**src/hw/swu_out_stage.sv**
```systemverilog
`timescale 1ns/1ps

module swu_out_stage #(
   parameter int SIMD = 3,
   parameter int PREC = 8,
   localparam int DATA_W = SIMD * PREC
) (
   input  logic              clk_i,
   input  logic              resetn_i,
   input  logic              rd_en_i,
   input  logic [DATA_W-1:0] rd_data_i,
   output logic              slot_free_o,
   output logic [DATA_W-1:0] m_tdata_o,
   output logic              m_tvalid_o,
   input  logic              m_tready_i
);

   logic              rd_en_q;
   logic [DATA_W-1:0] q_data [2];
   logic              wr_ptr_q;
   logic              rd_ptr_q;
   logic [1:0]        count_q;
   logic              push;
   logic              pop;

   // buffer data is valid one cycle after the read
   assign push = rd_en_q;
   assign pop  = m_tvalid_o && m_tready_i;

   // queued words plus the one still coming out of the buffer
   assign slot_free_o = (count_q + {1'b0, rd_en_q}) < 2'd2;

   assign m_tvalid_o = (count_q != 2'd0);
   assign m_tdata_o  = q_data[rd_ptr_q];

   ////////////////////////////////////////////////////////////
   // two-entry queue
   ////////////////////////////////////////////////////////////

   always_ff @(posedge clk_i) begin
      if (!resetn_i) begin
         rd_en_q  <= 1'b0;
         wr_ptr_q <= 1'b0;
         rd_ptr_q <= 1'b0;
         count_q  <= 2'd0;
      end else begin
         rd_en_q <= rd_en_i;
         if (push) begin
            wr_ptr_q <= !wr_ptr_q;
         end
         if (pop) begin
            rd_ptr_q <= !rd_ptr_q;
         end
         case ({push, pop})
            2'b10:   count_q <= count_q + 1'b1;
            2'b01:   count_q <= count_q - 1'b1;
            default: count_q <= count_q;
         endcase
      end
   end

   always_ff @(posedge clk_i) begin
      if (push) begin
         q_data[wr_ptr_q] <= rd_data_i;
      end
   end

endmodule

```
**config.mk**
```make
export PLATFORM = sky130hd
export DESIGN_NAME = swu_out_stage
export DESIGN_NICKNAME = d
export VERILOG_FILES = /design/src/hw/swu_out_stage.sv
export SDC_FILE = /design/constraint.sdc
export NUM_CORES = 1
export LEC_CHECK = 0
export BUFFER_PORTS_ARGS = -buffer_cell sky130_fd_sc_hd__buf_4
export CORE_MARGIN = 2
export CORE_UTILIZATION = 23
export CTS_BUF_LIST = sky130_fd_sc_hd__clkbuf_16
export DETAILED_ROUTE_END_ITERATION = 7
export GPL_ROUTABILITY_DRIVEN = 0
export PLACE_DENSITY = 0.44
export SLEW_MARGIN = 20
export SYNTH_ARGS = -nofsm -noshare
export SYNTH_HDL_FRONTEND = slang
export SYNTH_SLANG_ARGS = --single-unit
```
**constraint.sdc**
```tcl
create_clock -name clk_i -period 2.4 [get_ports clk_i]
set_input_delay 0.48 -clock clk_i [delete_from_list [all_inputs] [get_ports clk_i]]
set_output_delay 0.48 -clock clk_i [all_outputs]
set_load 0.02 [all_outputs]
```
==> metrics.md <==
| Metric | Value |
|---|---|
| Worst path required time | between 1.5 and 2 ns |
| Detail Route Antenna Nets | 0 |
| Net load switching power | 0.000605 W |
| Hold buffer count at CTS | 0 |
| End point of the critical path | m_tdata_o[15] |
| Post-layout nets | 192 |
| Synth warn | 0 |
| Non-filler cells in the finished layout | 269 |
| Vias/cell | between 3 and 4 |
| Post-Syn Instances | approximately 100 |
| Commonest non-fill, non-tap cells in the layout | buf_4, edfxtp_1, mux2_2 |
| GRT met2 Usage | around 14% |
| Row count | 33 |
| Post-route DRC | 0 |
| Dpl cells | roughly 260 |
| Drt first-iter violations | 29 |
| Core ar. | between 8000 and 9000 um2 |
| Max Fclk | 540 MHz |
| Total Routing Usage GR | 7.58% |
| Cts bufs inserted | 5 |
| Utilization after layout | between 30% and 40% |
| Worst R2R Setup Slack | around 0.89 ns |
| Clock latency on the worst-skew pair | about 0.29 ns |
| IO Count | 54 |
| Most common cell after layout, fill and taps aside | buf_4 |
| Clock Sinks | 54 |
| Final min period | about 1.9 ns |
| Nets in the synthesized netlist | 130 |
| Switching portion of total power | 24.6% |
| Mean routed wirelength per cell | approximately 13 um |
| Inserted Diodes | 0 |
| Status | finished clean |
| Total number of vias | about 1100 |
| Worst min-delay path category | input pin to flip-flop |
| Slew @ Worst Pin | approximately 0.54 ns |
| # resized after CTS | 0 |
| Distinct cell type count of the synthesized netlist | 17 |
| Die width | approximately 97 um |
| RSZ-0062 raised after global routing | no |
| Vias in the first global route | about 1100 |
| Worst endpoint data arrival time | approximately 1.4 ns |
| Share of post-route cells with drive strength above 1 | between 50% and 60% |
| Portion of total power attributed to the clock network | 32.6% |
| Met1 usage in global routing | under 10% |
| DIE AREA | approximately 9400 um2 |
| Synth Register Bits | 54 |
| Sequential fraction of the synthesis area | 78.7% |
| Pwr/cell area | 908 nW/um2 |
| Final hold viol count | 0 |
| Maximum number of pins on one net before global-route repair | 19 |
| Overall overflow remaining after global route | 0 |
| Number of cells on the worst reg-to-reg path | 2 |
| Total half-perimeter wirelength after legalization and detailed placement | between 2 and 3 mm |
| Layout area overhead | 36.7% |
| Met3 usage in global routing | 2.96% |
| Number of buffers inserted to repair setup after CTS | 0 |
| Leakage power | approximately 0.99 nW |
| Cell internal power dissipation | about 0.0019 W |
| Netlist Area Pre-Place | roughly 2000 um2 |
| Number of levels in the clock H-tree | 2 |
| Startpoint type of the worst setup path | flip-flop |
| Die boundary height | just under 100 um |
| Number of buffer cells added on primary ports | between 50 and 60 |
| Number of buffers on the longest clock path | 2 |
| Worst vdd ir | around 0.35 mV |
| Initial core utilization | around a quarter |
| End of the worst register-to-register path | q_data[1][17] |
| Busiest layer in global routing | met2 |
| Share of total power in combinational logic | 22.7% |
| Worst Path Max Fanout | 14 |
| Final total negative setup slack | 0 ns |
| Total Power | between 0.002 and 0.0025 W |
| Worst flop-to-flop path startpoint | push |
| Post-route clock period utilization | 77.2% |
| Post-Route Skew | ~0.0095 ns |
| Total Wirelength | about 3.5 mm |
| CTS tree | done |
| Relative max-transition margin | roughly 64% |
| Global-route wire length before repair | around 5.4 mm |
| Max-cap viol count | 0 |
| Root Buffer Master | clkbuf_16 |
| Number of antenna violations at the first check in global routing | 0 |
| Total of endpoints with negative setup slack in the final report | 0 |
| Clock input transition at the sequential cells of the worst setup and hold paths | about 0.070 ns |
| Crit Path Class | flip-flop to output port |
| Final count of pins violating max slew | 0 |
| Crit end category | output port |
| Avg Cell Area, Syn | slightly below 20 um2 |
| Detailed-routing iteration count for the pre-antenna-repair pass | 4 |
| Share of power burned in registers | 44.7% |
-- flip-flops by register name (all words and copies together) (netlist names), named ones only --
signal	flops
wr_ptr_q	1
q_data	48
rd_ptr_q	1
count_q	2
push	1
-- how the worst min path moves through the flow --
stage | endpoint | slack [ns] | startpoint | cells past startpoint
6_report | q_data[0][6] | 0.37 | rd_data_i[6] | 1
5_1_grt | q_data[0][2] | 0.36 | rd_data_i[2] | 1
4_1_cts | q_data[0][6] | 0.37 | rd_data_i[6] | 1
3_5_place_dp | count_q[1] | 0.55 | count_q[1] | 2
3_3_place_gp | count_q[1] | 0.50 | count_q[1] | 2
2_1_floorplan | count_q[1] | 0.49 | count_q[1] | 2
-- stage by stage --
stage	setup WS, ns	cell area [um2]	hold slack, ns
6_report	0.547	2710	0.375
5_1_grt	0.468	2710	0.362
4_1_cts	0.515	2710	0.368
3_5_place_dp	0.757	2540	0.548
3_3_place_gp	0.844	2540	0.499
2_1_floorplan	0.538	1980	0.489
-- cell usage after synthesis, drive strengths merged --
| library cell | n | area, um2 |
|---|---|---|
| xor2 | 1 | 8.76 |
| o21ai | 1 | 5.00 |
| buf | 3 | 15.0 |
| inv | 1 | 3.75 |
| ha | 1 | 12.5 |
| nand2 | 1 | 3.75 |
| edfxtp | 48 | 1440 |
| nor2 | 1 | 3.75 |
| mux2 | 24 | 270 |
| nor2b | 3 | 18.8 |
| or3 | 1 | 6.26 |
| xnor2 | 3 | 26.3 |
| dfxtp | 6 | 120 |
| a21boi | 1 | 7.51 |
| or2 | 1 | 6.26 |
| o21a | 2 | 15.0 |
| and2 | 3 | 18.8 |
-- layout make-up --
type                       instances  area, um2
fill                             815       5590
clock inverter                     3       47.5
inverter                           1       3.75
clock buffer                       5        125
multi-input combinational         43        405
tap                              105        131
sequential                        54       1560
timing repair buffer              58        435
-- worst max-delay path, stage by stage, from the launching register on --
cell	delay (ns)
dfxtp_1	0.33
buf_4	0.22
mux2_2	0.37
buf_4	0.16
-- layer usage --
layer / vias to the layer above / part of all wire [%]
li1: 504 / -
met1: 516 / 37
met2: 30 / 56
met3: 2 / 6.0
met4: 0 / 1.1
met5: - / 0
-- logic make-up (layout without fill, tap and decap cells) --
group / count (synthesis) / after routing / share of synthesized area (%)
fa+ha+maj: 1 / 1 / 0.631
flops: 54 / 54 / 78.7
compound gates: 4 / 4 / 1.39
mux: 24 / 24 / 13.6
simple gates: 10 / 10 / 2.90
buf+inv: 4 / 67 / 0.946
xor+xnor: 4 / 4 / 1.77
-- power by group through the flow --
stage	Combinational, W	Clock, W	Sequential (W)
floorplan	0.000349	0	0.00111
global placement	0.000561	0	0.00112
detailed placement	0.000573	0	0.00112
CTS	0.000575	0.000834	0.00110
global route	0.000601	0.000868	0.00111
finish	0.000558	0.000803	0.00110
Power figures use the tool's default switching activity.
