--- src/hw/swu_pkg.sv ---
package swu_pkg;

   ////////////////////////////////////////////////////////////
   // counters
   ////////////////////////////////////////////////////////////

   // word counters that run across a whole frame
   // 24 bits covers a 224x224 image with many channel words per pixel
   localparam int CNT_W = 24;

   ////////////////////////////////////////////////////////////
   // default geometry
   ////////////////////////////////////////////////////////////

   // kernel size and stride, same in both directions
   localparam int DEF_K = 3;
   localparam int DEF_S = 2;

   // input image size in pixels
   localparam int DEF_W = 224;
   localparam int DEF_H = 224;

   // channels per pixel and channels packed into one stream word
   localparam int DEF_CH   = 3;
   localparam int DEF_SIMD = 3;

   // bits per channel value
   localparam int DEF_PREC = 8;

endpackage
--- src/hw/swu_flow_if.sv ---
`timescale 1ns/1ps

interface swu_flow_if;
   import swu_pkg::*;

   // words accepted from the input stream in this frame
   logic [CNT_W-1:0] wr_count;

   // whole frame has been written
   logic             frame_full;

   // first word of the oldest row the sequencer still reads
   logic [CNT_W-1:0] need_base;

   // single-cycle restart of both sides
   logic             frame_done;

   // input side
   modport writer (
      output wr_count,
      output frame_full,
      input  need_base,
      input  frame_done
   );

   // window sequencer side
   modport reader (
      input  wr_count,
      input  frame_full,
      output need_base,
      output frame_done
   );

endinterface

--- src/hw/swu_window_seq.sv ---
`timescale 1ns/1ps

module swu_window_seq #(
   parameter int K    = 3,
   parameter int S    = 2,
   parameter int W    = 224,
   parameter int H    = 224,
   parameter int CH   = 3,
   parameter int SIMD = 3,
   localparam int EFF_CH    = CH / SIMD,
   localparam int ROW_WORDS = W * EFF_CH,
   localparam int BUF_WORDS = (K + S - 1) * ROW_WORDS,
   localparam int ADDR_W    = $clog2(BUF_WORDS)
) (
   input  logic              clk_i,
   input  logic              resetn_i,
   swu_flow_if.reader        flow_i,
   input  logic              slot_free_i,
   output logic              rd_en_o,
   output logic [ADDR_W-1:0] rd_addr_o
);
   import swu_pkg::*;

   localparam int OW = (W - K) / S + 1;
   localparam int OH = (H - K) / S + 1;

   // index jump from the last word of a kernel row to the next kernel row
   localparam int STEP_KH = ROW_WORDS - K * EFF_CH + 1;
   // last word of a window to the first word of the next window in the row
   localparam int STEP_OX = S * EFF_CH - (K - 1) * ROW_WORDS - K * EFF_CH + 1;
   // last word of an output row to the first window of the next one
   localparam int STEP_OY = (S - K + 1) * ROW_WORDS - ((OW - 1) * S + K) * EFF_CH + 1;

   // same jumps folded into 0..BUF_WORDS-1 for the circular address
   localparam int MOD_KH = ((STEP_KH % BUF_WORDS) + BUF_WORDS) % BUF_WORDS;
   localparam int MOD_OX = ((STEP_OX % BUF_WORDS) + BUF_WORDS) % BUF_WORDS;
   localparam int MOD_OY = ((STEP_OY % BUF_WORDS) + BUF_WORDS) % BUF_WORDS;

   logic [$clog2(EFF_CH+1)-1:0] c_q;
   logic [$clog2(K+1)-1:0]      kw_q;
   logic [$clog2(K+1)-1:0]      kh_q;
   logic [$clog2(OW+1)-1:0]     ox_q;
   logic [$clog2(OH+1)-1:0]     oy_q;
   logic [CNT_W-1:0]            tgt_q;
   logic [CNT_W-1:0]            need_base_q;
   logic [ADDR_W-1:0]           addr_q;
   logic                        wait_end_q;

   logic              last_c;
   logic              last_kw;
   logic              last_kh;
   logic              last_ox;
   logic              last_oy;
   logic              issue;
   logic              frame_done;
   logic [CNT_W-1:0]  tgt_step;
   logic [ADDR_W:0]   addr_step;
   logic [ADDR_W:0]   addr_sum;
   logic [ADDR_W:0]   addr_wrap;
   logic [ADDR_W-1:0] addr_next;

   assign last_c  = (c_q == EFF_CH - 1);
   assign last_kw = (kw_q == K - 1);
   assign last_kh = (kh_q == K - 1);
   assign last_ox = (ox_q == OW - 1);
   assign last_oy = (oy_q == OH - 1);

   ////////////////////////////////////////////////////////////
   // read issue and frame end
   ////////////////////////////////////////////////////////////

   // target word must already be written and the output must have room
   assign issue      = !wait_end_q && slot_free_i && (tgt_q < flow_i.wr_count);
   assign frame_done = wait_end_q && flow_i.frame_full;

   assign rd_en_o   = issue;
   assign rd_addr_o = addr_q;

   assign flow_i.need_base  = need_base_q;
   assign flow_i.frame_done = frame_done;

   ////////////////////////////////////////////////////////////
   // next target
   ////////////////////////////////////////////////////////////

   // channel words and kernel columns are contiguous in the buffer
   always_comb begin
      if (!last_c || !last_kw) begin
         tgt_step  = CNT_W'(1);
         addr_step = (ADDR_W+1)'(1);
      end else if (!last_kh) begin
         tgt_step  = CNT_W'(STEP_KH);
         addr_step = (ADDR_W+1)'(MOD_KH);
      end else if (!last_ox) begin
         tgt_step  = CNT_W'(STEP_OX);
         addr_step = (ADDR_W+1)'(MOD_OX);
      end else begin
         tgt_step  = CNT_W'(STEP_OY);
         addr_step = (ADDR_W+1)'(MOD_OY);
      end
   end

   assign addr_sum  = {1'b0, addr_q} + addr_step;
   assign addr_wrap = addr_sum - (ADDR_W+1)'(BUF_WORDS);
   assign addr_next = (addr_sum >= (ADDR_W+1)'(BUF_WORDS)) ? addr_wrap[ADDR_W-1:0]
                                                           : addr_sum[ADDR_W-1:0];

   ////////////////////////////////////////////////////////////
   // position counters
   ////////////////////////////////////////////////////////////

   always_ff @(posedge clk_i) begin
      if (!resetn_i || frame_done) begin
         c_q         <= '0;
         kw_q        <= '0;
         kh_q        <= '0;
         ox_q        <= '0;
         oy_q        <= '0;
         tgt_q       <= '0;
         need_base_q <= '0;
         addr_q      <= '0;
         wait_end_q  <= 1'b0;
      end else if (issue) begin
         if (last_c && last_kw && last_kh && last_ox && last_oy) begin
            // last window word is out, hold until the input frame drains
            wait_end_q <= 1'b1;
         end else begin
            tgt_q  <= tgt_q + tgt_step;
            addr_q <= addr_next;
            if (!last_c) begin
               c_q <= c_q + 1'b1;
            end else begin
               c_q <= '0;
               if (!last_kw) begin
                  kw_q <= kw_q + 1'b1;
               end else begin
                  kw_q <= '0;
                  if (!last_kh) begin
                     kh_q <= kh_q + 1'b1;
                  end else begin
                     kh_q <= '0;
                     if (!last_ox) begin
                        ox_q <= ox_q + 1'b1;
                     end else begin
                        ox_q        <= '0;
                        oy_q        <= oy_q + 1'b1;
                        // rows above the new window are free for the writer
                        need_base_q <= need_base_q + CNT_W'(S * ROW_WORDS);
                     end
                  end
               end
            end
         end
      end
   end

endmodule

--- src/flat_wrapper.sv ---
// flat-port wrapper written by rule: the top's interface ports become plain ports
module swu_window_seq_flat import swu_pkg::*;
#(
   parameter int K    = 3,
   parameter int S    = 2,
   parameter int W    = 224,
   parameter int H    = 224,
   parameter int CH   = 3,
   parameter int SIMD = 3,
   localparam int EFF_CH    = CH / SIMD,
   localparam int ROW_WORDS = W * EFF_CH,
   localparam int BUF_WORDS = (K + S - 1) * ROW_WORDS,
   localparam int ADDR_W    = $clog2(BUF_WORDS)
)
  (clk_i, resetn_i, slot_free_i, rd_en_o, rd_addr_o, flow_i_wr_count, flow_i_frame_full, flow_i_need_base, flow_i_frame_done);
  swu_flow_if flow_i_i ();
  input  logic clk_i;
  input  logic resetn_i;
  input  logic slot_free_i;
  output logic rd_en_o;
  output logic [ADDR_W-1:0] rd_addr_o;
  input wire logic [$bits(flow_i_i.wr_count)-1:0] flow_i_wr_count;
  input wire logic [$bits(flow_i_i.frame_full)-1:0] flow_i_frame_full;
  output wire logic [$bits(flow_i_i.need_base)-1:0] flow_i_need_base;
  output wire logic [$bits(flow_i_i.frame_done)-1:0] flow_i_frame_done;
  assign flow_i_i.wr_count = flow_i_wr_count;
  assign flow_i_i.frame_full = flow_i_frame_full;
  assign flow_i_need_base = flow_i_i.need_base;
  assign flow_i_frame_done = flow_i_i.frame_done;
  swu_window_seq #(.K(K), .S(S), .W(W), .H(H), .CH(CH), .SIMD(SIMD)) u_core (.clk_i(clk_i), .resetn_i(resetn_i), .flow_i(flow_i_i), .slot_free_i(slot_free_i), .rd_en_o(rd_en_o), .rd_addr_o(rd_addr_o));
endmodule
--- config.mk ---
export PLATFORM = sky130hd
export DESIGN_NAME = swu_window_seq_flat
export DESIGN_NICKNAME = d
export VERILOG_FILES = /design/src/hw/swu_pkg.sv /design/src/hw/swu_flow_if.sv /design/src/hw/swu_window_seq.sv /design/src/flat_wrapper.sv
export SDC_FILE = /design/constraint.sdc
export NUM_CORES = 1
export LEC_CHECK = 0
export BUFFER_PORTS_ARGS = -buffer_cell sky130_fd_sc_hd__clkbuf_2
export CAP_MARGIN = 20
export CORE_ASPECT_RATIO = 1.25
export CORE_MARGIN = 2
export CORE_UTILIZATION = 30
export CTS_CLUSTER_DIAMETER = 50
export DETAILED_ROUTE_END_ITERATION = 8
export SYNTH_ARGS = -nofsm -noshare
export SYNTH_HDL_FRONTEND = slang
export SYNTH_SLANG_ARGS = --single-unit
--- constraint.sdc ---
create_clock -name clk_i -period 6.7 [get_ports clk_i]
set_input_delay 0.67 -clock clk_i [delete_from_list [all_inputs] [get_ports clk_i]]
set_output_delay 0.67 -clock clk_i [all_outputs]
set_load 0.02 [all_outputs]
==> impl_metrics.toml, run 1 <==
[outcome]
outcome = "finished clean"

[final_layout]
antennaDiodeCount = 0
final_design_utilization_pct = 34.43
finalNetCount = 807
total_area_of_multi_input_combinational_cells_sq_mm = 0.003503
post_route_cells_drive_above_1_share_pct = 12.64
seqCellArea_sq_mm = 0.001421
area_growth_from_synthesis_to_layout_pct = 13.82
nFillCells = 1883

[global_routing]
groute.usage.overall_pct = 13.58
grt_max_degree = 66
antenna_found_initial = 0
residual_overflow_from_global_routing = 0
grt_pass1_wl_um = 20600
grt_pass1_vias = 4464

[setup_path]
crit_path_start_kind = "flip-flop"
timing.critical_path.arrival_ns = 4.45
critPathMaxFanout = 25
max_stage_delay_ns = 0.68
critical_path_launch_point = "u_core.kw_q[0]"
critical_path_class = "flip-flop to flip-flop"
worst_path_most_repeated_cell = "sky130_fd_sc_hd__inv_1"
critical_path_end_type = "flip-flop"
r2r_start = "u_core.kw_q[0]"
crit_path_cell_trace = "nand2b_1 > inv_2 > nand2_1 > inv_1 > nand2_2 > inv_1 > ha_1 > or4b_2 > o2111ai_1 > a21oi_1 > o311ai_0 > a21boi_0 > mux2i_1 > nand3_1"
critPathRequiredTime_ns = 6.92
crit_path_top_delay_cell = "sky130_fd_sc_hd__or4b_2"

[sta]
number_of_pins_with_negative_max_slew_slack_in_the_final_report = 0
timing.fmax_mhz = 236.4
finalSetupViolCount = 0
timing.max_slew.rel_slack_pct = 45.60
rsz0062_at_grt = "false"
period_share_pct = 63.13
tightestPinTransition_ns = 0.8137
timing.final.hold_violations = 0
finalSetupTns_ns = 0
fin_worst_skew_ns = 0.01098
final_period_minus_worst_setup_slack_ns = 4.230

[power_and_ir_drop]
switching_power_uw = 252.8
sequentialPowerShare_pct = 44.0
proportion_of_total_power_due_to_net_switching_pct = 25.56
peakVddDrop_mv = 0.1142
internal_power_uw = 736.5
power.static_leakage_nw = 2.734
power_frac_clock_pct = 45.7
power_density_mw_per_mm2 = 166.1
combPwrFrac_pct = 10.2

[floorplan]
fp.coreArea_sq_mm = 0.01730
design.portCount = 64
die_w_um = 122.1
die_y_um = 151.7
row_count = 54
starting_density_of_the_core_pct = 30.25
dieArea_sq_mm = 0.01852

[clocking]
post_cts_buffers = 0
htree_num_levels = 3
ctsHoldBuffers = 0
cts_made_buffers = 9
postCtsResizedCells = 0
clk_transition_reported_paths_ns = 0.06
clk_latency_ns = 0.33
cts_num_sinks = 71
clockRootBuffer = "sky130_fd_sc_hd__clkbuf_16"
cts_tree = "built"
cts.path.max_buffers = 2

[logic_synthesis]
synth_simple_gate_area_share_pct = 24.49
synthMostInstantiatedCell = "sky130_fd_sc_hd__nand2_1"
ys_warn_count = 0
syn-instance-count = 672
yosys-mux-area-fraction_pct = 0.5978
synth_sequential_area_ratio_pct = 27.16
post_synth_instance_area_sq_mm = 0.005233
synth-xor-area-share_pct = 8.369
synth.distinct_cells = 65
ys.flop_type = "sky130_fd_sc_hd__dfxtp_1"
post_synthesis_area_per_instance_sq_um = 7.786
post_synth_adder_cell_area_pct = 15.59
synth_top_family_by_area = "simple AND/OR/NAND/NOR gates"
synth-seq-cells = 71
share_of_the_synthesized_area_in_compound_gates_ao_oa_aoi_oai_pct = 17.29
synth_largest_type_area_fraction_pct = 27.16
async_flop_share_pct = 0
synthDominantAreaCellType = "sky130_fd_sc_hd__dfxtp_1"
synth_enable_flop_cells = 0
synth_top_cells_by_area = "sky130_fd_sc_hd__dfxtp_1 (27%), sky130_fd_sc_hd__ha_1 (15%), sky130_fd_sc_hd__a21oi_1 (5.8%)"
ys_top_cells_by_count = "sky130_fd_sc_hd__nand2_1 (81), sky130_fd_sc_hd__dfxtp_1 (71), sky130_fd_sc_hd__ha_1 (62)"

[flow_run]
cap_violations = 0

[place]
hpwl_reported_at_the_end_of_detailed_placement_um = 8734
finalWeightedCongestion = 0.8324
port_buffers = 57

[routing]
wire_per_inst_um = 12.73
routed_via_density = 4.860
routed_antenna_nets = 0
num_vias = 4588
drc = 0
dr.first_iter.drc_count = 150
detail_route.first_pass.iterations = 4
drt_wl_total_um = 12010

[hold_path]
hold_class = "flip-flop to flip-flop"
hold_path.startpoint = "u_core.kw_q[0]"
[layer usage]
layer | part of all wire [%] | wire [um] | track usage (%)
met5 | 0 | 0 | 0
met4 | 1.4 | 173 | 4.253
met3 | 3.5 | 426 | 2.507
met2 | 49 | 5845 | 24.11
met1 | 46 | 5568 | 16.53
[power groups by stage]
| stage | logic, mW | clock network [mW] | registers [mW] |
|---|---|---|---|
| floorplan | 0.0729 | 0 | 0.447 |
| detailed placement | 0.102 | 0 | 0.445 |
| finish | 0.101 | 0.452 | 0.436 |
| CTS | 0.103 | 0.466 | 0.436 |
| global route | 0.116 | 0.483 | 0.437 |
| global placement | 0.103 | 0 | 0.445 |
[placed cells by master (no fill, tap or decap), types with 4 or more instances in the layout]
master	n
sky130_fd_sc_hd__nand2_1	80
sky130_fd_sc_hd__dfxtp_1	71
sky130_fd_sc_hd__ha_1	62
sky130_fd_sc_hd__a21oi_1	61
sky130_fd_sc_hd__nor2_1	57
sky130_fd_sc_hd__clkbuf_2	57
sky130_fd_sc_hd__inv_1	45
sky130_fd_sc_hd__o21ai_0	32
sky130_fd_sc_hd__nand3_1	30
sky130_fd_sc_hd__xor2_1	28
sky130_fd_sc_hd__xnor2_1	22
sky130_fd_sc_hd__nand4_1	16
sky130_fd_sc_hd__and3_1	14
sky130_fd_sc_hd__a21o_1	12
sky130_fd_sc_hd__clkbuf_16	9
sky130_fd_sc_hd__nand2b_1	8
sky130_fd_sc_hd__a211oi_1	8
sky130_fd_sc_hd__nor3_1	8
sky130_fd_sc_hd__nor4_1	7
sky130_fd_sc_hd__a31oi_1	7
sky130_fd_sc_hd__o211ai_1	6
sky130_fd_sc_hd__conb_1	6
sky130_fd_sc_hd__nor2b_1	5
sky130_fd_sc_hd__nor3b_1	4
sky130_fd_sc_hd__or4_1	4
sky130_fd_sc_hd__or2_2	4
[final timing paths]
check             slack (ns)          endpoint  depth (start not counted)
setup reg to reg        2.47  u_core.tgt_q[22]                         14
hold / removal          0.48    u_core.kw_q[0]                          2
setup / recovery        2.47  u_core.tgt_q[22]                         14
hold reg to reg         0.48    u_core.kw_q[0]                          2
[final cells by class]
cell class	instances	area share, %
Clock buffer	13	4.370
Clock inverter	3	0.2941
Inverter	46	2.899
Multi-Input combinational cell	528	58.82
Sequential cell	71	23.87
Tap cell	224	4.706
Timing Repair Buffer	59	5.042
[cell families after synthesis]
family	count (synthesis)
AO/OA/AOI/OAI	148
XOR/XNOR	50
adder cells (fa/ha/maj)	64
buffers and inverters	78
flip-flops	71
multiplexers	3
other	1
AND/OR/NAND/NOR	257
[worst max-delay path, delay by kind of cell (launching register included)]
kind | cells | cell delay [ns]
adder cells (fa/ha/maj) | 1 | 0.29
buffers and inverters | 3 | 0.73
AND/OR/NAND/NOR | 5 | 1.55
multiplexers | 1 | 0.17
flip-flops | 1 | 0.35
AO/OA/AOI/OAI | 4 | 1.01
[through the flow]
stage / setup WS (ns) / instances / area, sq um / power (mW) / hold WS (ns)
after floorplan: 3.190 / 677 / 5251 / 0.5199 / 0.4519
after global placement: 2.594 / 928 / 5678 / 0.5483 / 0.4616
after detailed placement: 2.496 / 928 / 5678 / 0.5475 / 0.4686
after CTS: 2.468 / 944 / 5956 / 1.005 / 0.4760
after global routing: 2.096 / 944 / 5956 / 1.036 / 0.5029
final: 2.470 / 944 / 5956 / 0.9893 / 0.4782
[registers in the layout (all words and copies together) (netlist names)]
signal / cells
u_core.flow_i.need_base: 18
u_core.kh_q: 2
u_core.kw_q: 2
u_core.ox_q: 7
u_core.oy_q: 7
u_core.rd_addr_o: 10
u_core.tgt_q: 24
u_core.wait_end_q: 1
Note: power is estimated with default switching activity, not from simulation.
==> run 2: changes to the inputs <==
==> constraint.sdc (replaced) <==
create_clock -name clk_i -period 3.63 [get_ports clk_i]
set_input_delay 0.363 -clock clk_i [delete_from_list [all_inputs] [get_ports clk_i]]
set_output_delay 0.363 -clock clk_i [all_outputs]
set_load 0.02 [all_outputs]
==> run 2 against run 1 <==
Against the previous run:
- sequential share of layout area is 0.63 points lower
- combinational power is 95% higher
- clock power is 99% higher
- routed wire length is 3.5% higher
- register-to-register slack worse by 2.2 ns
- final cell count is 1.3% higher
- sequential power is 84% higher
- clock skew is 0.0029 ns lower
- core utilization is 0.93 points higher
- largest power group unchanged
- via count is 2.7% higher
- highest routed layer unchanged
- worst hold slack worse by 0.0013 ns
- largest cell class unchanged
==> impl_metrics.toml, run 2 (synthesized netlist as in run 1, its figures left out) <==
[setup_path]
r2r_start = "u_core.ox_q[0]"
crit_path_start_kind = "flip-flop"
critical_path_launch_point = "u_core.ox_q[0]"
critical_path_class = "flip-flop to flip-flop"
critical_path_end_type = "flip-flop"
critPathMaxFanout = 5
critPathRequiredTime_ns = 3.90
timing.critical_path.arrival_ns = 3.63

[floorplan]
die_y_um = 151.7
row_count = 54
die_w_um = 122.1
fp.coreArea_sq_mm = 0.01730
design.portCount = 64
dieArea_sq_mm = 0.01852
starting_density_of_the_core_pct = 30.25

[clocking]
cts_made_buffers = 9
clk_transition_reported_paths_ns = 0.06
htree_num_levels = 3
cts_tree = "built"
cts_num_sinks = 71
clockRootBuffer = "sky130_fd_sc_hd__clkbuf_16"
clk_latency_ns = 0.34
cts.path.max_buffers = 2

[global_routing]
groute.usage.overall_pct = 14.02
use_met1_pct = 16.25
grt_pass1_vias = 4542
grt_pass1_wl_um = 20840
residual_overflow_from_global_routing = 0
met2_usage_pct = 25.17
antenna_found_initial = 0
grt_max_degree = 50
gr-usage-met3_pct = 3.481
busiest_layer = "met2"

[routing]
num_vias = 4712
dr.first_iter.drc_count = 195
routed_via_density = 4.929
detail_route.first_pass.iterations = 4
drt_wl_total_um = 12430
routed_antenna_nets = 0
drc = 0
wire_per_inst_um = 13.00

[final_layout]
seqCellArea_sq_mm = 0.001421
largest_register_ffs = 24
nFillCells = 1849
final_cell_mix = "sky130_fd_sc_hd__nand2_1 (80), sky130_fd_sc_hd__dfxtp_1 (71), sky130_fd_sc_hd__ha_1 (61)"
finalNetCount = 819
final_design_utilization_pct = 35.37
largest_register = "u_core.tgt_q"
most_common_cell_after_layout_fill_and_taps_aside = "sky130_fd_sc_hd__nand2_1"
antennaDiodeCount = 0
post_route_cells_drive_above_1_share_pct = 15.71
area_growth_from_synthesis_to_layout_pct = 16.91
total_area_of_multi_input_combinational_cells_sq_mm = 0.003550

[power_and_ir_drop]
peakVddDrop_mv = 0.2157
power_density_mw_per_mm2 = 310.4
power.static_leakage_nw = 2.797
fin_total_pwr_mw = 1.899

[hold_path]
hold_path.startpoint = "u_core.kw_q[1]"
hold_class = "flip-flop to flip-flop"

[sta]
finalSetupTns_ns = 0
timing.max_slew.rel_slack_pct = 46.47
final_period_minus_worst_setup_slack_ns = 3.360
period_share_pct = 92.55
tightestPinTransition_ns = 0.7987
finalSetupViolCount = 0
timing.fmax_mhz = 297.6
fin_worst_skew_ns = 0.008129
timing.final.hold_violations = 0
number_of_pins_with_negative_max_slew_slack_in_the_final_report = 0

[place]
finalWeightedCongestion = 0.8592
port_buffers = 57
hpwl_reported_at_the_end_of_detailed_placement_um = 9337

[outcome]
outcome = "finished clean"

[flow_run]
cap_violations = 0
[run 2: cell count changes in the layout (fill, tap and decap cells not counted), sizes merged]
cell      previous run  this run
bufinv               0         1
clkbuf              70        67
clkinvlp             1         3
buf                  2        14
inv                 46        45
clkinv               2         3
[run 2: area by class of cell]
type / instances / share of cell area [%]
Inverter: 46 / 2.884
Multi-Input combinational cell: 528 / 58.03
Tap cell: 224 / 4.582
Sequential cell: 71 / 23.24
Timing Repair Buffer: 71 / 6.382
Clock inverter: 6 / 0.9818
Clock buffer: 10 / 3.907
[run 2: critical path: stages, from the launching register on]
cell,delay (ns)
sky130_fd_sc_hd__dfxtp_1,0.33
sky130_fd_sc_hd__inv_1,0.07
sky130_fd_sc_hd__ha_1,0.14
sky130_fd_sc_hd__nand4_1,0.11
sky130_fd_sc_hd__nor3b_2,0.30
sky130_fd_sc_hd__buf_4,0.18
sky130_fd_sc_hd__nand2_2,0.12
sky130_fd_sc_hd__clkinvlp_4,0.13
sky130_fd_sc_hd__buf_4,0.13
sky130_fd_sc_hd__ha_1,0.28
sky130_fd_sc_hd__nand3_1,0.13
sky130_fd_sc_hd__nand3_1,0.09
sky130_fd_sc_hd__o21ai_0,0.29
sky130_fd_sc_hd__xnor2_1,0.20
sky130_fd_sc_hd__ha_1,0.27
sky130_fd_sc_hd__a21oi_1,0.19
sky130_fd_sc_hd__o2111ai_1,0.15
sky130_fd_sc_hd__a31oi_1,0.18
[run 2: power by group]
part,switching (mW),leakage [nW],internal [mW]
registers,0.0116,0.574,0.792
logic,0.122,2.08,0.0749
clock network,0.352,0.144,0.547
[run 2: per-layer routing]
layer / share of wire (%) / routed length [um] / up-vias
met2: 49 / 6063 / 78
met5: 0 / 0 / -
met4: 1.6 / 195 / 0
met1: 45 / 5549 / 2153
li1: - / - / 2467
met3: 5.0 / 620 / 14
[run 2: repair_timing]
action,in CTS,in global routing
resized for setup,1,12
cloned,0,0
endpoints found under the setup margin,2,13
setup buffers,0,2
pin swaps,0,5
endpoints found under the hold margin,0,0
hold buffers,0,0
[run 2: worst paths after layout]
check                             end  slack, ns  depth (start not counted)
setup / recovery  u_core.rd_addr_o[8]       0.27                         17
hold / removal         u_core.kw_q[1]       0.48                          2
setup reg to reg  u_core.rd_addr_o[8]       0.27                         17
hold reg to reg        u_core.kw_q[1]       0.48                          2
[run 2: metrics by stage]
stage          std cells  instance area, sq um  setup slack (ns)  hold WS, ns
3_3_place_gp         938                  5753          -0.02163       0.4697
5_1_grt              956                  6117         -0.006336       0.5063
2_1_floorplan        677                  5251            0.1197       0.4519
4_1_cts              954                  6052           0.01373       0.4799
3_5_place_dp         938                  5753           -0.1124       0.4713
6_report             956                  6117            0.2703       0.4768
