==> src/hw/swu_pkg.sv <==
package swu_pkg;

   ////////////////////////////////////////////////////////////
   // counters
   ////////////////////////////////////////////////////////////

   // word counters that run across a whole frame
   // 24 bits covers a 224x224 image with many channel words per pixel
   localparam int CNT_W = 24;

   ////////////////////////////////////////////////////////////
   // default geometry
   ////////////////////////////////////////////////////////////

   // kernel size and stride, same in both directions
   localparam int DEF_K = 3;
   localparam int DEF_S = 2;

   // input image size in pixels
   localparam int DEF_W = 224;
   localparam int DEF_H = 224;

   // channels per pixel and channels packed into one stream word
   localparam int DEF_CH   = 3;
   localparam int DEF_SIMD = 3;

   // bits per channel value
   localparam int DEF_PREC = 8;

endpackage
==> src/hw/swu_flow_if.sv <==
`timescale 1ns/1ps

interface swu_flow_if;
   import swu_pkg::*;

   // words accepted from the input stream in this frame
   logic [CNT_W-1:0] wr_count;

   // whole frame has been written
   logic             frame_full;

   // first word of the oldest row the sequencer still reads
   logic [CNT_W-1:0] need_base;

   // single-cycle restart of both sides
   logic             frame_done;

   // input side
   modport writer (
      output wr_count,
      output frame_full,
      input  need_base,
      input  frame_done
   );

   // window sequencer side
   modport reader (
      input  wr_count,
      input  frame_full,
      output need_base,
      output frame_done
   );

endinterface

==> src/hw/swu_line_writer.sv <==
`timescale 1ns/1ps

module swu_line_writer #(
   parameter int K    = 3,
   parameter int S    = 2,
   parameter int W    = 224,
   parameter int H    = 224,
   parameter int CH   = 3,
   parameter int SIMD = 3,
   parameter int PREC = 8,
   localparam int EFF_CH    = CH / SIMD,
   localparam int ROW_WORDS = W * EFF_CH,
   localparam int BUF_WORDS = (K + S - 1) * ROW_WORDS,
   localparam int ADDR_W    = $clog2(BUF_WORDS)
) (
   input  logic                   clk_i,
   input  logic                   resetn_i,
   swu_flow_if.writer             flow_o,
   input  logic [SIMD*PREC-1:0]   s_tdata_i,
   input  logic                   s_tvalid_i,
   output logic                   s_tready_o,
   output logic                   wr_en_o,
   output logic [ADDR_W-1:0]      wr_addr_o,
   output logic [SIMD*PREC-1:0]   wr_data_o
);
   import swu_pkg::*;

   localparam int FRAME_WORDS = H * ROW_WORDS;

   logic [CNT_W-1:0]  wr_count_q;
   logic [ADDR_W-1:0] wr_addr_q;
   logic [CNT_W:0]    accept_limit;
   logic              frame_full;
   logic              s_hs;

   ////////////////////////////////////////////////////////////
   // free-space rule
   ////////////////////////////////////////////////////////////

   // word n may land only once the slot it reuses is behind need_base
   assign accept_limit = {1'b0, flow_o.need_base} + (CNT_W+1)'(BUF_WORDS);
   assign frame_full   = (wr_count_q == CNT_W'(FRAME_WORDS));
   assign s_tready_o   = !frame_full && ({1'b0, wr_count_q} < accept_limit);
   assign s_hs         = s_tvalid_i && s_tready_o;

   assign flow_o.wr_count   = wr_count_q;
   assign flow_o.frame_full = frame_full;

   ////////////////////////////////////////////////////////////
   // write side of the line buffer
   ////////////////////////////////////////////////////////////

   assign wr_en_o   = s_hs;
   assign wr_addr_o = wr_addr_q;
   assign wr_data_o = s_tdata_i;

   // frame word count and circular write pointer
   always_ff @(posedge clk_i) begin
      if (!resetn_i || flow_o.frame_done) begin
         wr_count_q <= '0;
         wr_addr_q  <= '0;
      end else if (s_hs) begin
         wr_count_q <= wr_count_q + 1'b1;
         if (wr_addr_q == ADDR_W'(BUF_WORDS - 1)) begin
            wr_addr_q <= '0;
         end else begin
            wr_addr_q <= wr_addr_q + 1'b1;
         end
      end
   end

endmodule

==> src/flat_wrapper.sv <==
// flat-port wrapper written by rule: the top's interface ports become plain ports
module swu_line_writer_flat import swu_pkg::*;
#(
   parameter int K    = 3,
   parameter int S    = 2,
   parameter int W    = 224,
   parameter int H    = 224,
   parameter int CH   = 3,
   parameter int SIMD = 3,
   parameter int PREC = 8,
   localparam int EFF_CH    = CH / SIMD,
   localparam int ROW_WORDS = W * EFF_CH,
   localparam int BUF_WORDS = (K + S - 1) * ROW_WORDS,
   localparam int ADDR_W    = $clog2(BUF_WORDS)
)
  (clk_i, resetn_i, s_tdata_i, s_tvalid_i, s_tready_o, wr_en_o, wr_addr_o, wr_data_o, flow_o_wr_count, flow_o_frame_full, flow_o_need_base, flow_o_frame_done);
  swu_flow_if flow_o_i ();
  input  logic clk_i;
  input  logic resetn_i;
  input  logic [SIMD*PREC-1:0] s_tdata_i;
  input  logic s_tvalid_i;
  output logic s_tready_o;
  output logic wr_en_o;
  output logic [ADDR_W-1:0] wr_addr_o;
  output logic [SIMD*PREC-1:0] wr_data_o;
  output wire logic [$bits(flow_o_i.wr_count)-1:0] flow_o_wr_count;
  output wire logic [$bits(flow_o_i.frame_full)-1:0] flow_o_frame_full;
  input wire logic [$bits(flow_o_i.need_base)-1:0] flow_o_need_base;
  input wire logic [$bits(flow_o_i.frame_done)-1:0] flow_o_frame_done;
  assign flow_o_wr_count = flow_o_i.wr_count;
  assign flow_o_frame_full = flow_o_i.frame_full;
  assign flow_o_i.need_base = flow_o_need_base;
  assign flow_o_i.frame_done = flow_o_frame_done;
  swu_line_writer #(.K(K), .S(S), .W(W), .H(H), .CH(CH), .SIMD(SIMD), .PREC(PREC)) u_core (.clk_i(clk_i), .resetn_i(resetn_i), .flow_o(flow_o_i), .s_tdata_i(s_tdata_i), .s_tvalid_i(s_tvalid_i), .s_tready_o(s_tready_o), .wr_en_o(wr_en_o), .wr_addr_o(wr_addr_o), .wr_data_o(wr_data_o));
endmodule
==> config.mk <==
export PLATFORM = sky130hd
export DESIGN_NAME = swu_line_writer_flat
export DESIGN_NICKNAME = d
export VERILOG_FILES = /design/src/hw/swu_pkg.sv /design/src/hw/swu_flow_if.sv /design/src/hw/swu_line_writer.sv /design/src/flat_wrapper.sv
export SDC_FILE = /design/constraint.sdc
export NUM_CORES = 1
export LEC_CHECK = 0
export BUFFER_PORTS_ARGS = -buffer_cell sky130_fd_sc_hd__buf_2
export CORE_ASPECT_RATIO = 0.5
export CORE_MARGIN = 2
export CORE_UTILIZATION = 49
export DETAILED_ROUTE_END_ITERATION = 6
export PLACE_DENSITY = 0.83
export REMOVE_ABC_BUFFERS = 1
export SLEW_MARGIN = 25
export SYNTH_ARGS = -nofsm -noshare
export SYNTH_HDL_FRONTEND = slang
export SYNTH_SLANG_ARGS = --single-unit
export TNS_END_PERCENT = 100
==> constraint.sdc <==
create_clock -name clk_i -period 4.5 [get_ports clk_i]
set_clock_uncertainty 0.05 [all_clocks]
set_input_delay 0.9 -clock clk_i [delete_from_list [all_inputs] [get_ports clk_i]]
set_output_delay 0.9 -clock clk_i [all_outputs]
set_load 0.005 [all_outputs]
==> flow_summary_export.csv, run 1 <==
group,metric,value,unit
setup_path,worst-endpoint-required,3550,ps
setup_path,worst-setup-path-type,"input port to primary output",
timing,worstMarginPinSlew,626,ps
global_routing,antenna_found_initial,0,
clock_network,hold_buffers,0,
place,hpwl,5650,um
routing,avgViaCountPerCell,5.87,
routing,routed_wl,7450,um
routing,drt-pass1-iter-count,4,
timing,finalSetupViolCount,0,
pwr,p_seq_share,42.0,%
floorplan,ioPinCount,113,
yosys,synth_edf_count,0,
pwr,p_int,0.553,mW
pwr,p_switching,0.171,mW
clock_network,cts-root-buf,"clkbuf_16",
routing,drc,0,
floorplan,dieArea,6410,um2
yosys,synthesis.area,2820,um2
status,status,"finished clean",
setup_path,critical_path.max_fanout,5,
setup_path,critPathLaunchType,"input port",
floorplan,start_util,51.1,%
clock_network,cts.sinks,34,
clock_network,cts.clk_slew.worst_paths,50,ps
clock_network,cts_setup_buffers,0,
clock_network,insertion_delay,280,ps
routing,ant_nets,0,
setup_path,crit_arrival,3360,ps
timing,timing.hold.ws,452,ps
yosys,synthArstFlopShare,0,%
global_routing,grt_max_degree,31,
yosys,yosys.area.top_type_share,24.2,%
yosys,syn_inst,353,
floorplan,die_h,57.6,um
clock_network,cts_tree,"built",
timing,fmax,232,MHz
layout,nFillCells,517,
job,maxCapViolCount,0,
yosys,ys_types,49,
floorplan,coreArea,5520,um2
yosys,ys_seq_elements,34,
layout,multi_input_area,1870,um2
yosys,synth-adder-area-share,12.0,%
layout,final_cells,469,
timing,slew_violations,0,
timing,fin_crit_sh,95.7,%
clock_network,cts_buffer_depth,2,
place,port_buffers,64,
yosys,yosys-top-cells-area,"dfxtp_1, ha_1, buf_4, nand2_1, a21oi_1",
yosys,synth_compound_area_share,17.0,%
pwr,power.total,0.724,mW
floorplan,num_rows,19,
global_routing,grt_overflow_total,0,
routing,drtIter0Drc,137,
clock_network,h-tree-depth,2,
layout,seqCellArea,681,um2
place,dp.cells,461,
floorplan,chipWidth,111,um
pwr,switching_share,23.6,%
yosys,synth_common_cells,"nand2_1, dfxtp_1, ha_1, a21oi_1, buf_4",
pwr,p_per_area,226,nW/um2
yosys,synth_xor_xnor_area_share,5.29,%
routing,avgRoutedWirePerCell,15.9,um
layout,layout-drive-gt1-share,24.2,%
layout,syn_to_final_growth,13.8,%
yosys,muxShareOfSynthArea,1.78,%
global_routing,grt_pass1_wl,11700,um
pwr,combPwrFrac,10.2,%
timing,hold_violations,0,
pwr,clkPwrFrac,47.7,%
timing,fin_ws,192,ps
yosys,synth_most_common_cell,"nand2_1",
setup_path,r2r_cells,8,
hold_path,holdPathStages,2,
yosys,ys_warn_count,0,
clock_network,cts_buffers,5,
place,dp_slack,75.8,ps
timing,rsz0062_at_grt,"no",
hold_path,hold_path_class,"flop to flop",
timing,fin_tns_setup,0,ps
place,place_congestion,0.841,
timing,slew_headroom,57.8,%
layout,fin_nets,474,
routing,vias,2751,
pwr,ir_drop,0.145,mV
yosys,synth_top_family_by_area,"simple AND/OR/NAND/NOR gates",
yosys,ys_seq_area_share,24.2,%
yosys,yosys.area_share.simple,30.2,%
timing,period_minus_slack,4310,ps
setup_path,crit_path_end_kind,"primary output",
yosys,ys.flop_type,"dfxtp_1",
global_routing,first_global_vias,2437,
global_routing,grtUsageTotal,22.9,%
yosys,synthesis.area_per_instance,7.98,um2
pwr,p_leak,1.51,nW
yosys,synth_top_area_cell,"dfxtp_1",
layout,diodes,0,
-- flip-flops by register name, summed over array words and instances, names as in the netlist --
signal,cells
u_core.wr_addr_o,10
u_core.flow_o.wr_count,24
-- stage by stage --
step | util (%) | instance area (um2)
after global routing | 58.1 | 3200
after CTS | 58.0 | 3200
after global placement | 55.3 | 3050
final | 58.1 | 3200
after floorplan | - | 2590
after detailed placement | 55.3 | 3050
-- repair_timing --
action                                  CTS  global route
resized for setup                         0             1
endpoints found under the setup margin    0             2
endpoints found under the hold margin     0             0
-- critical path, stage by stage --
cell	delay [ps]
buf_2	110
inv_1	40
ha_1	200
nor2b_1	170
nor2_2	210
nand3_1	120
xor2_1	150
ha_1	300
and4_1	200
nand4_1	120
a311o_2	340
o32a_2	220
nand2_1	100
nor2_1	50
buf_2	130
-- logic make-up (layout without fill, tap and decap cells) --
kind of cell	Yosys count	after routing
simple gates	153	153
compound gates	70	70
buf+inv	47	90
flops	34	34
fa+ha+maj	27	27
xor+xnor	17	17
mux	5	5
-- final timing paths --
check	start	end	slack, ps
min	u_core.wr_addr_o[1]	u_core.wr_addr_o[1]	450
max	flow_o_need_base[7]	s_tready_o	190
min reg2reg	u_core.wr_addr_o[1]	u_core.wr_addr_o[1]	450
max reg2reg	u_core.flow_o.wr_count[7]	u_core.flow_o.wr_count[23]	1530
-- metal layers --
layer | share of wire [%] | track usage (%)
met2 | 42 | 32.8
met1 | 46 | 31.8
met4 | 1.1 | 7.23
met3 | 10 | 8.68
met5 | 0 | 2.96
-- power groups by stage --
stage | registers, mW | clock network, mW | logic (mW)
after floorplan | 0.310 | 0 | 0.0403
after global placement | 0.311 | 0 | 0.0721
after detailed placement | 0.311 | 0 | 0.0736
after CTS | 0.304 | 0.352 | 0.0741
after global routing | 0.304 | 0.367 | 0.0842
final | 0.304 | 0.345 | 0.0741
-- layout make-up --
class                           instances  area share [%]
Multi-Input combinational cell        272            58.4
Sequential cell                        34            21.2
Timing Repair Buffer                   70            11.4
Clock buffer                            6            4.33
Tap cell                               73            2.85
Inverter                               12            1.41
Clock inverter                          2           0.390
-- placed cells by master, fill, tap and decap left out, types with 2 or more instances in the layout --
cell	count
o21ai_0	14
inv_1	12
buf_2	64
and4_1	5
or4_1	5
ha_1	27
nor2b_1	5
and2_1	3
nor2_1	15
a32o_1	4
nand2b_1	5
nand4_1	10
and3_1	16
and4_4	2
a21o_1	2
o31ai_1	3
nand4b_1	2
a21oi_1	24
xor2_1	9
a31oi_1	2
nand2_1	41
a31o_2	4
nor2_2	2
clkbuf_16	5
nor4_1	6
nand3_1	12
or3_1	6
nor3b_1	5
mux2i_1	5
and3_2	3
xnor2_1	8
a221oi_1	2
buf_4	6
dfxtp_1	34
nor4b_1	3
nor3_1	4
a41o_1	2
o21a_1	4
(Power assumes the default switching activity.)
==> run 2: changes to the inputs <==
CAP_MARGIN = 30   (was not set)
CORE_UTILIZATION = 45   (was 49)
PLACE_DENSITY = 0.8   (was 0.83)
clock period = 3.8 ns   (was 4.5 ns; I/O delays follow)
==> run 2 against run 1 <==
Against the previous run: the flow now finishes with violations (negative setup slack); sequential share of layout area is 1.9 points lower; die area rose by 8.4%; critical path depth increased by 1; count of clock-buffer cells in the layout rose by 1; routed wire length is 6.0% higher; total power grew 21%; via count increased by 4.4%; utilization barely moved; sequential cell count unchanged; critical path type unchanged; largest cell class unchanged.
==> flow_summary_export.csv, run 2 (same netlist as run 1, synthesis figures left out) <==
group,metric,value,unit
pwr,p_int,0.671,mW
timing,fin_ws,-107,ps
clock_network,cts_buffer_depth,2,
clock_network,cts.clk_slew.worst_paths,50,ps
pwr,p_per_area,249,nW/um2
routing,avgRoutedWirePerCell,15.4,um
global_routing,antenna_found_initial,0,
timing,worstMarginPinSlew,551,ps
routing,drc,0,
layout,nFillCells,596,
floorplan,coreArea,6060,um2
clock_network,cts.sinks,34,
clock_network,cts_buffers,5,
layout,syn_to_final_growth,24.9,%
pwr,clkPwrFrac,46.2,%
routing,drt-pass1-iter-count,4,
place,place_congestion,0.896,
setup_path,crit_top_cell,"nand4_1",
global_routing,grt_max_degree,31,
hold_path,hold_path_class,"flop to flop",
timing,slew_headroom,63.3,%
routing,ant_nets,0,
place,dp.cells,501,
floorplan,num_rows,20,
pwr,combPwrFrac,12.6,%
layout,design_area,3520,um2
place,place_area,3260,um2
setup_path,critPathTopFamily,"simple AND/OR/NAND/NOR gates",
status,violations,"negative setup slack",
setup_path,crit_path_end_kind,"primary output",
clock_network,insertion_delay,280,ps
timing,fmax,256,MHz
timing,hold_violations,0,
floorplan,chipWidth,116,um
setup_path,critical_path.max_fanout,5,
layout,largest_reg_flops,24,
clock_network,hold_buffers,0,
clock_network,h-tree-depth,2,
setup_path,slowest_delay,390,ps
pwr,switching_share,23.3,%
place,port_buffers,64,
layout,final_cell_mix,"buf_2, nand2_1, dfxtp_1",
layout,diodes,0,
routing,drtIter0Drc,171,
timing,finalSetupViolCount,2,
layout,final_common_cell,"buf_2",
layout,layout-drive-gt1-share,30.9,%
job,maxCapViolCount,0,
setup_path,worst-endpoint-required,2990,ps
setup_path,crit_slowest_cell,"a311o_2",
floorplan,die_h,59.9,um
clock_network,cts_tree,"built",
floorplan,start_util,46.5,%
pwr,p_seq_share,41.2,%
timing,rsz0062_at_grt,"yes",
routing,vias,2871,
setup_path,crit_arrival,3100,ps
layout,final_cells,512,
global_routing,grt_overflow_total,0,
routing,avgViaCountPerCell,5.61,
pwr,p_leak,1.67,nW
pwr,p_switching,0.204,mW
timing,period_minus_slack,3910,ps
setup_path,worstPathCellList,"buf_8, inv_4, ha_4, nor2b_4, nor2_2, buf_6, nand4_1, xor2_1, ha_1, and4_1, nand4_1, a311o_2, o32a_4, nand2_2, nor2_1, buf_2",
global_routing,grt_pass1_wl,12500,um
place,hpwl,5800,um
timing,slew_violations,0,
setup_path,critPathLaunchType,"input port",
setup_path,path_buf_inv,4,
global_routing,first_global_vias,2552,
setup_path,worst-setup-path-type,"input port to primary output",
global_routing,grtUsageTotal,23.5,%
status,status,"finished, violations left",
floorplan,ioPinCount,113,
timing,fin_crit_sh,103,%
pwr,ir_drop,0.206,mV
routing,routed_wl,7890,um
floorplan,dieArea,6950,um2
layout,fin_nets,502,
clock_network,cts-root-buf,"clkbuf_16",
## run 2: cell types whose count changed in the layout (fill, tap and decap cells not counted), moves of 2 or more
cell,previous run,this run
buf_4,6,32
inv_1,12,9
inv_2,0,2
buf_2,64,61
buf_6,0,4
## run 2: area by class of cell
class,instances,area [um2],share of cell area [%]
Multi-Input combinational cell,272,1930,54.7
Sequential cell,34,681,19.4
Timing Repair Buffer,98,606,17.2
Clock buffer,7,143,4.06
Tap cell,88,110,3.13
Inverter,12,47.5,1.35
Clock inverter,1,5.00,0.142
## run 2: power groups by stage
stage | clock network [mW] | logic (mW) | registers (mW)
final | 0.404 | 0.110 | 0.360
after global routing | 0.428 | 0.122 | 0.360
after CTS | 0.410 | 0.107 | 0.360
after detailed placement | 0 | 0.0995 | 0.368
after global placement | 0 | 0.0961 | 0.368
after floorplan | 0 | 0.0477 | 0.367
## run 2: repair_timing
| item | in CTS | in global routing |
|---|---|---|
| hold endpoints to repair | 0 | 0 |
| buffers inserted | 2 | 1 |
| setup endpoints to repair | 2 | 2 |
| cloned | 0 | 0 |
| gates resized for setup | 17 | 3 |
| pin swaps | 10 | 8 |
## run 2: stage by stage
stage | total power, mW | hold slack, ps | worst slack (ps) | utilization, % | setup TNS (ps)
after floorplan | 0.415 | 427 | -290 | - | -877
final | 0.875 | 457 | -107 | 58.1 | -196
after CTS | 0.877 | 453 | -57.4 | 57.8 | -104
after global routing | 0.911 | 492 | -235 | 58.1 | -442
after detailed placement | 0.467 | 446 | -238 | 53.8 | -1200
after global placement | 0.464 | 432 | -181 | 53.6 | -672
## run 2: final timing paths
| kind | cells past startpoint | slack (ps) | endpoint | from |
|---|---|---|---|---|
| worst max-delay path | 16 | -110 | s_tready_o | flow_o_need_base[7] |
| worst min-delay path | 2 | 460 | u_core.wr_addr_o[1] | u_core.wr_addr_o[1] |
| worst max register to register | 10 | 860 | u_core.wr_addr_o[3] | u_core.flow_o.wr_count[7] |
| worst min register to register | 2 | 460 | u_core.wr_addr_o[1] | u_core.wr_addr_o[1] |
## run 2: worst register-to-register path: cells and delay by family (launching register included)
family	cells	cell delay [ps]
flip-flops	1	430
AO/OA/AOI/OAI	5	1340
adder cells (fa/ha/maj)	1	300
AND/OR/NAND/NOR	2	310
buffers and inverters	2	380
## run 2: metal layers
metal  GRT usage, %  wire length (um)  vias up
li1               -                 -     1420
met1           32.5              3790     1356
met2           35.8              3400       89
met3           8.01               656        6
met4           5.10                50        0
met5              0                 0        -
==> run 3: changes to the inputs <==
CELL_PAD_IN_SITES_DETAIL_PLACEMENT = 1   (was not set)
CELL_PAD_IN_SITES_GLOBAL_PLACEMENT = 1   (was not set)
CORE_UTILIZATION = 31   (was 45)
PLACE_DENSITY = 0.78   (was 0.8)
SKIP_LAST_GASP = 1   (was not set)
==> run 3 against run 2 <==
Against the previous run: the run still ends with negative setup slack left; clock power grew 1%; maximum frequency shrank 0.88%; largest cell class unchanged; non-clock buffer count grew 9; sequential power is essentially flat; utilization shrank 16 points.
==> flow_summary_export.csv, run 3 (same netlist as run 1, synthesis figures left out) <==
group,metric,value,unit
routing,avgRoutedWirePerCell,17.7,um
timing,slew_headroom,70.2,%
layout,syn_to_final_growth,29.9,%
layout,diodes,0,
timing,rsz0062_at_grt,"yes",
hold_path,holdPathStages,2,
global_routing,top_usage_layer,"met2",
setup_path,critPathLaunchType,"input port",
layout,multi_input_area,1950,um2
routing,routed_wl,9720,um
clock_network,cts_buffer_depth,2,
setup_path,worst-setup-path-type,"input port to primary output",
global_routing,grt_use_met3,5.01,%
layout,nFillCells,1122,
status,status,"finished, violations left",
setup_path,critical_path.max_fanout,5,
setup_path,reg2reg_slack,860,ps
routing,drc,0,
setup_path,r2r_cells,11,
clock_network,cts_buffers,5,
global_routing,grt_pass1_wl,15400,um
layout,final_common_cell,"buf_2",
place,hpwl,7120,um
place,dp_slack,-252,ps
pwr,p_leak,1.71,nW
hold_path,hold_path_class,"flop to flop",
timing,fin_ws,-142,ps
global_routing,met1_usage,23.7,%
floorplan,ioPinCount,113,
place,port_buffers,64,
pwr,ir_drop,0.156,mV
clock_network,cts.sinks,34,
clock_network,cts-root-buf,"clkbuf_16",
routing,avgViaCountPerCell,5.44,
layout,layout-drive-gt1-share,33.7,%
timing,worstMarginPinSlew,443,ps
floorplan,start_util,32.1,%
clock_network,cts_tree,"built",
layout,final_cell_mix,"buf_2, buf_4, nand2_1",
global_routing,first_global_vias,3138,
clock_network,insertion_delay,280,ps
setup_path,r2r-end,"u_core.flow_o.wr_count[9]",
floorplan,chipWidth,139,um
routing,drt-pass1-iter-count,4,
floorplan,coreArea,8770,um2
timing,fin_tns_setup,-277,ps
layout,seqCellArea,681,um2
timing,fmax,254,MHz
floorplan,die_h,71.4,um
place,place_congestion,0.868,
clock_network,hold_buffers,0,
setup_path,worst-endpoint-required,2990,ps
timing,slew_violations,0,
clock_network,h-tree-depth,2,
setup_path,crit_arrival,3130,ps
layout,largest_reg_flops,24,
hold_path,hp-start,"u_core.wr_addr_o[1]",
global_routing,grt_overflow_total,0,
layout,design_area,3660,um2
setup_path,reg2reg_from,"u_core.flow_o.wr_count[7]",
timing,period_minus_slack,3940,ps
floorplan,num_rows,24,
global_routing,grtUsageMet2,33.9,%
timing,fin_crit_sh,104,%
routing,ant_nets,0,
floorplan,dieArea,9910,um2
layout,fin_nets,511,
clock_network,cts.clk_slew.worst_paths,50,ps
place,place_area,3310,um2
global_routing,grtUsageTotal,19.2,%
routing,drtIter0Drc,91,
routing,vias,2992,
global_routing,grt_max_degree,28,
timing,finalSetupViolCount,2,
job,maxCapViolCount,0,
timing,hold_violations,0,
pwr,p_per_area,244,nW/um2
global_routing,antenna_found_initial,0,
setup_path,crit_path_end_kind,"primary output",
hold_path,min_to,"u_core.wr_addr_o[1]",
status,violations,"negative setup slack",
==> run 3: layer usage <==
layer	wire, um	up-vias
li1	-	1435
met1	4500	1481
met2	4610	64
met3	481	12
met4	120	0
met5	0	-
==> run 3: through the flow <==
step / utilization (%) / power, mW / hold WS [ps] / cells
4_1_cts: 41.0 / 0.894 / 451 / 546
5_1_grt: 41.7 / 0.930 / 496 / 550
3_3_place_gp: 37.7 / 0.468 / 439 / 532
3_5_place_dp: 37.7 / 0.473 / 442 / 532
2_1_floorplan: - / 0.415 / 427 / 318
6_report: 41.7 / 0.891 / 447 / 550
==> run 3: how the worst max path moves through the flow <==
stage	startpoint	endpoint	slack (ps)	cells after the start
after floorplan	flow_o_need_base[7]	wr_en_o	-290	12
after global placement	flow_o_need_base[7]	wr_en_o	-170	16
after detailed placement	flow_o_need_base[7]	s_tready_o	-250	16
after CTS	flow_o_need_base[8]	wr_en_o	-80	16
after global routing	flow_o_need_base[8]	s_tready_o	-250	16
final	flow_o_need_base[8]	wr_en_o	-140	18
==> run 3: worst max-delay path, cell delays in order <==
cell	delay, ps
buf_8	80
inv_4	30
ha_4	140
nor2b_4	120
nor2_2	120
buf_6	130
buf_4	110
nand2_2	50
xor2_1	140
ha_1	310
a21oi_1	180
nand2_1	100
a221oi_2	240
buf_4	160
o32a_4	180
nand3_4	90
inv_4	90
buf_6	90
==> run 3: cell type report <==
cell class	count	area share [%]
Timing Repair Buffer	107	18.5
Inverter	12	1.44
Tap cell	117	4.00
Multi-Input combinational cell	272	53.4
Clock buffer	7	3.90
Sequential cell	34	18.6
Clock inverter	1	0.137
==> run 3: timing repair <==
item,CTS,global route
pin swaps,15,3
endpoints found under the setup margin,2,5
setup buffers,6,4
gates resized for setup,21,10
hold endpoints to repair,0,0
==> run 3: power by group <==
group	internal, mW	total (mW)	switching (mW)	leakage [nW]
clock	0.260	0.410	0.151	0.0739
sequential	0.358	0.360	0.00219	0.274
combinational	0.0576	0.121	0.0632	1.37
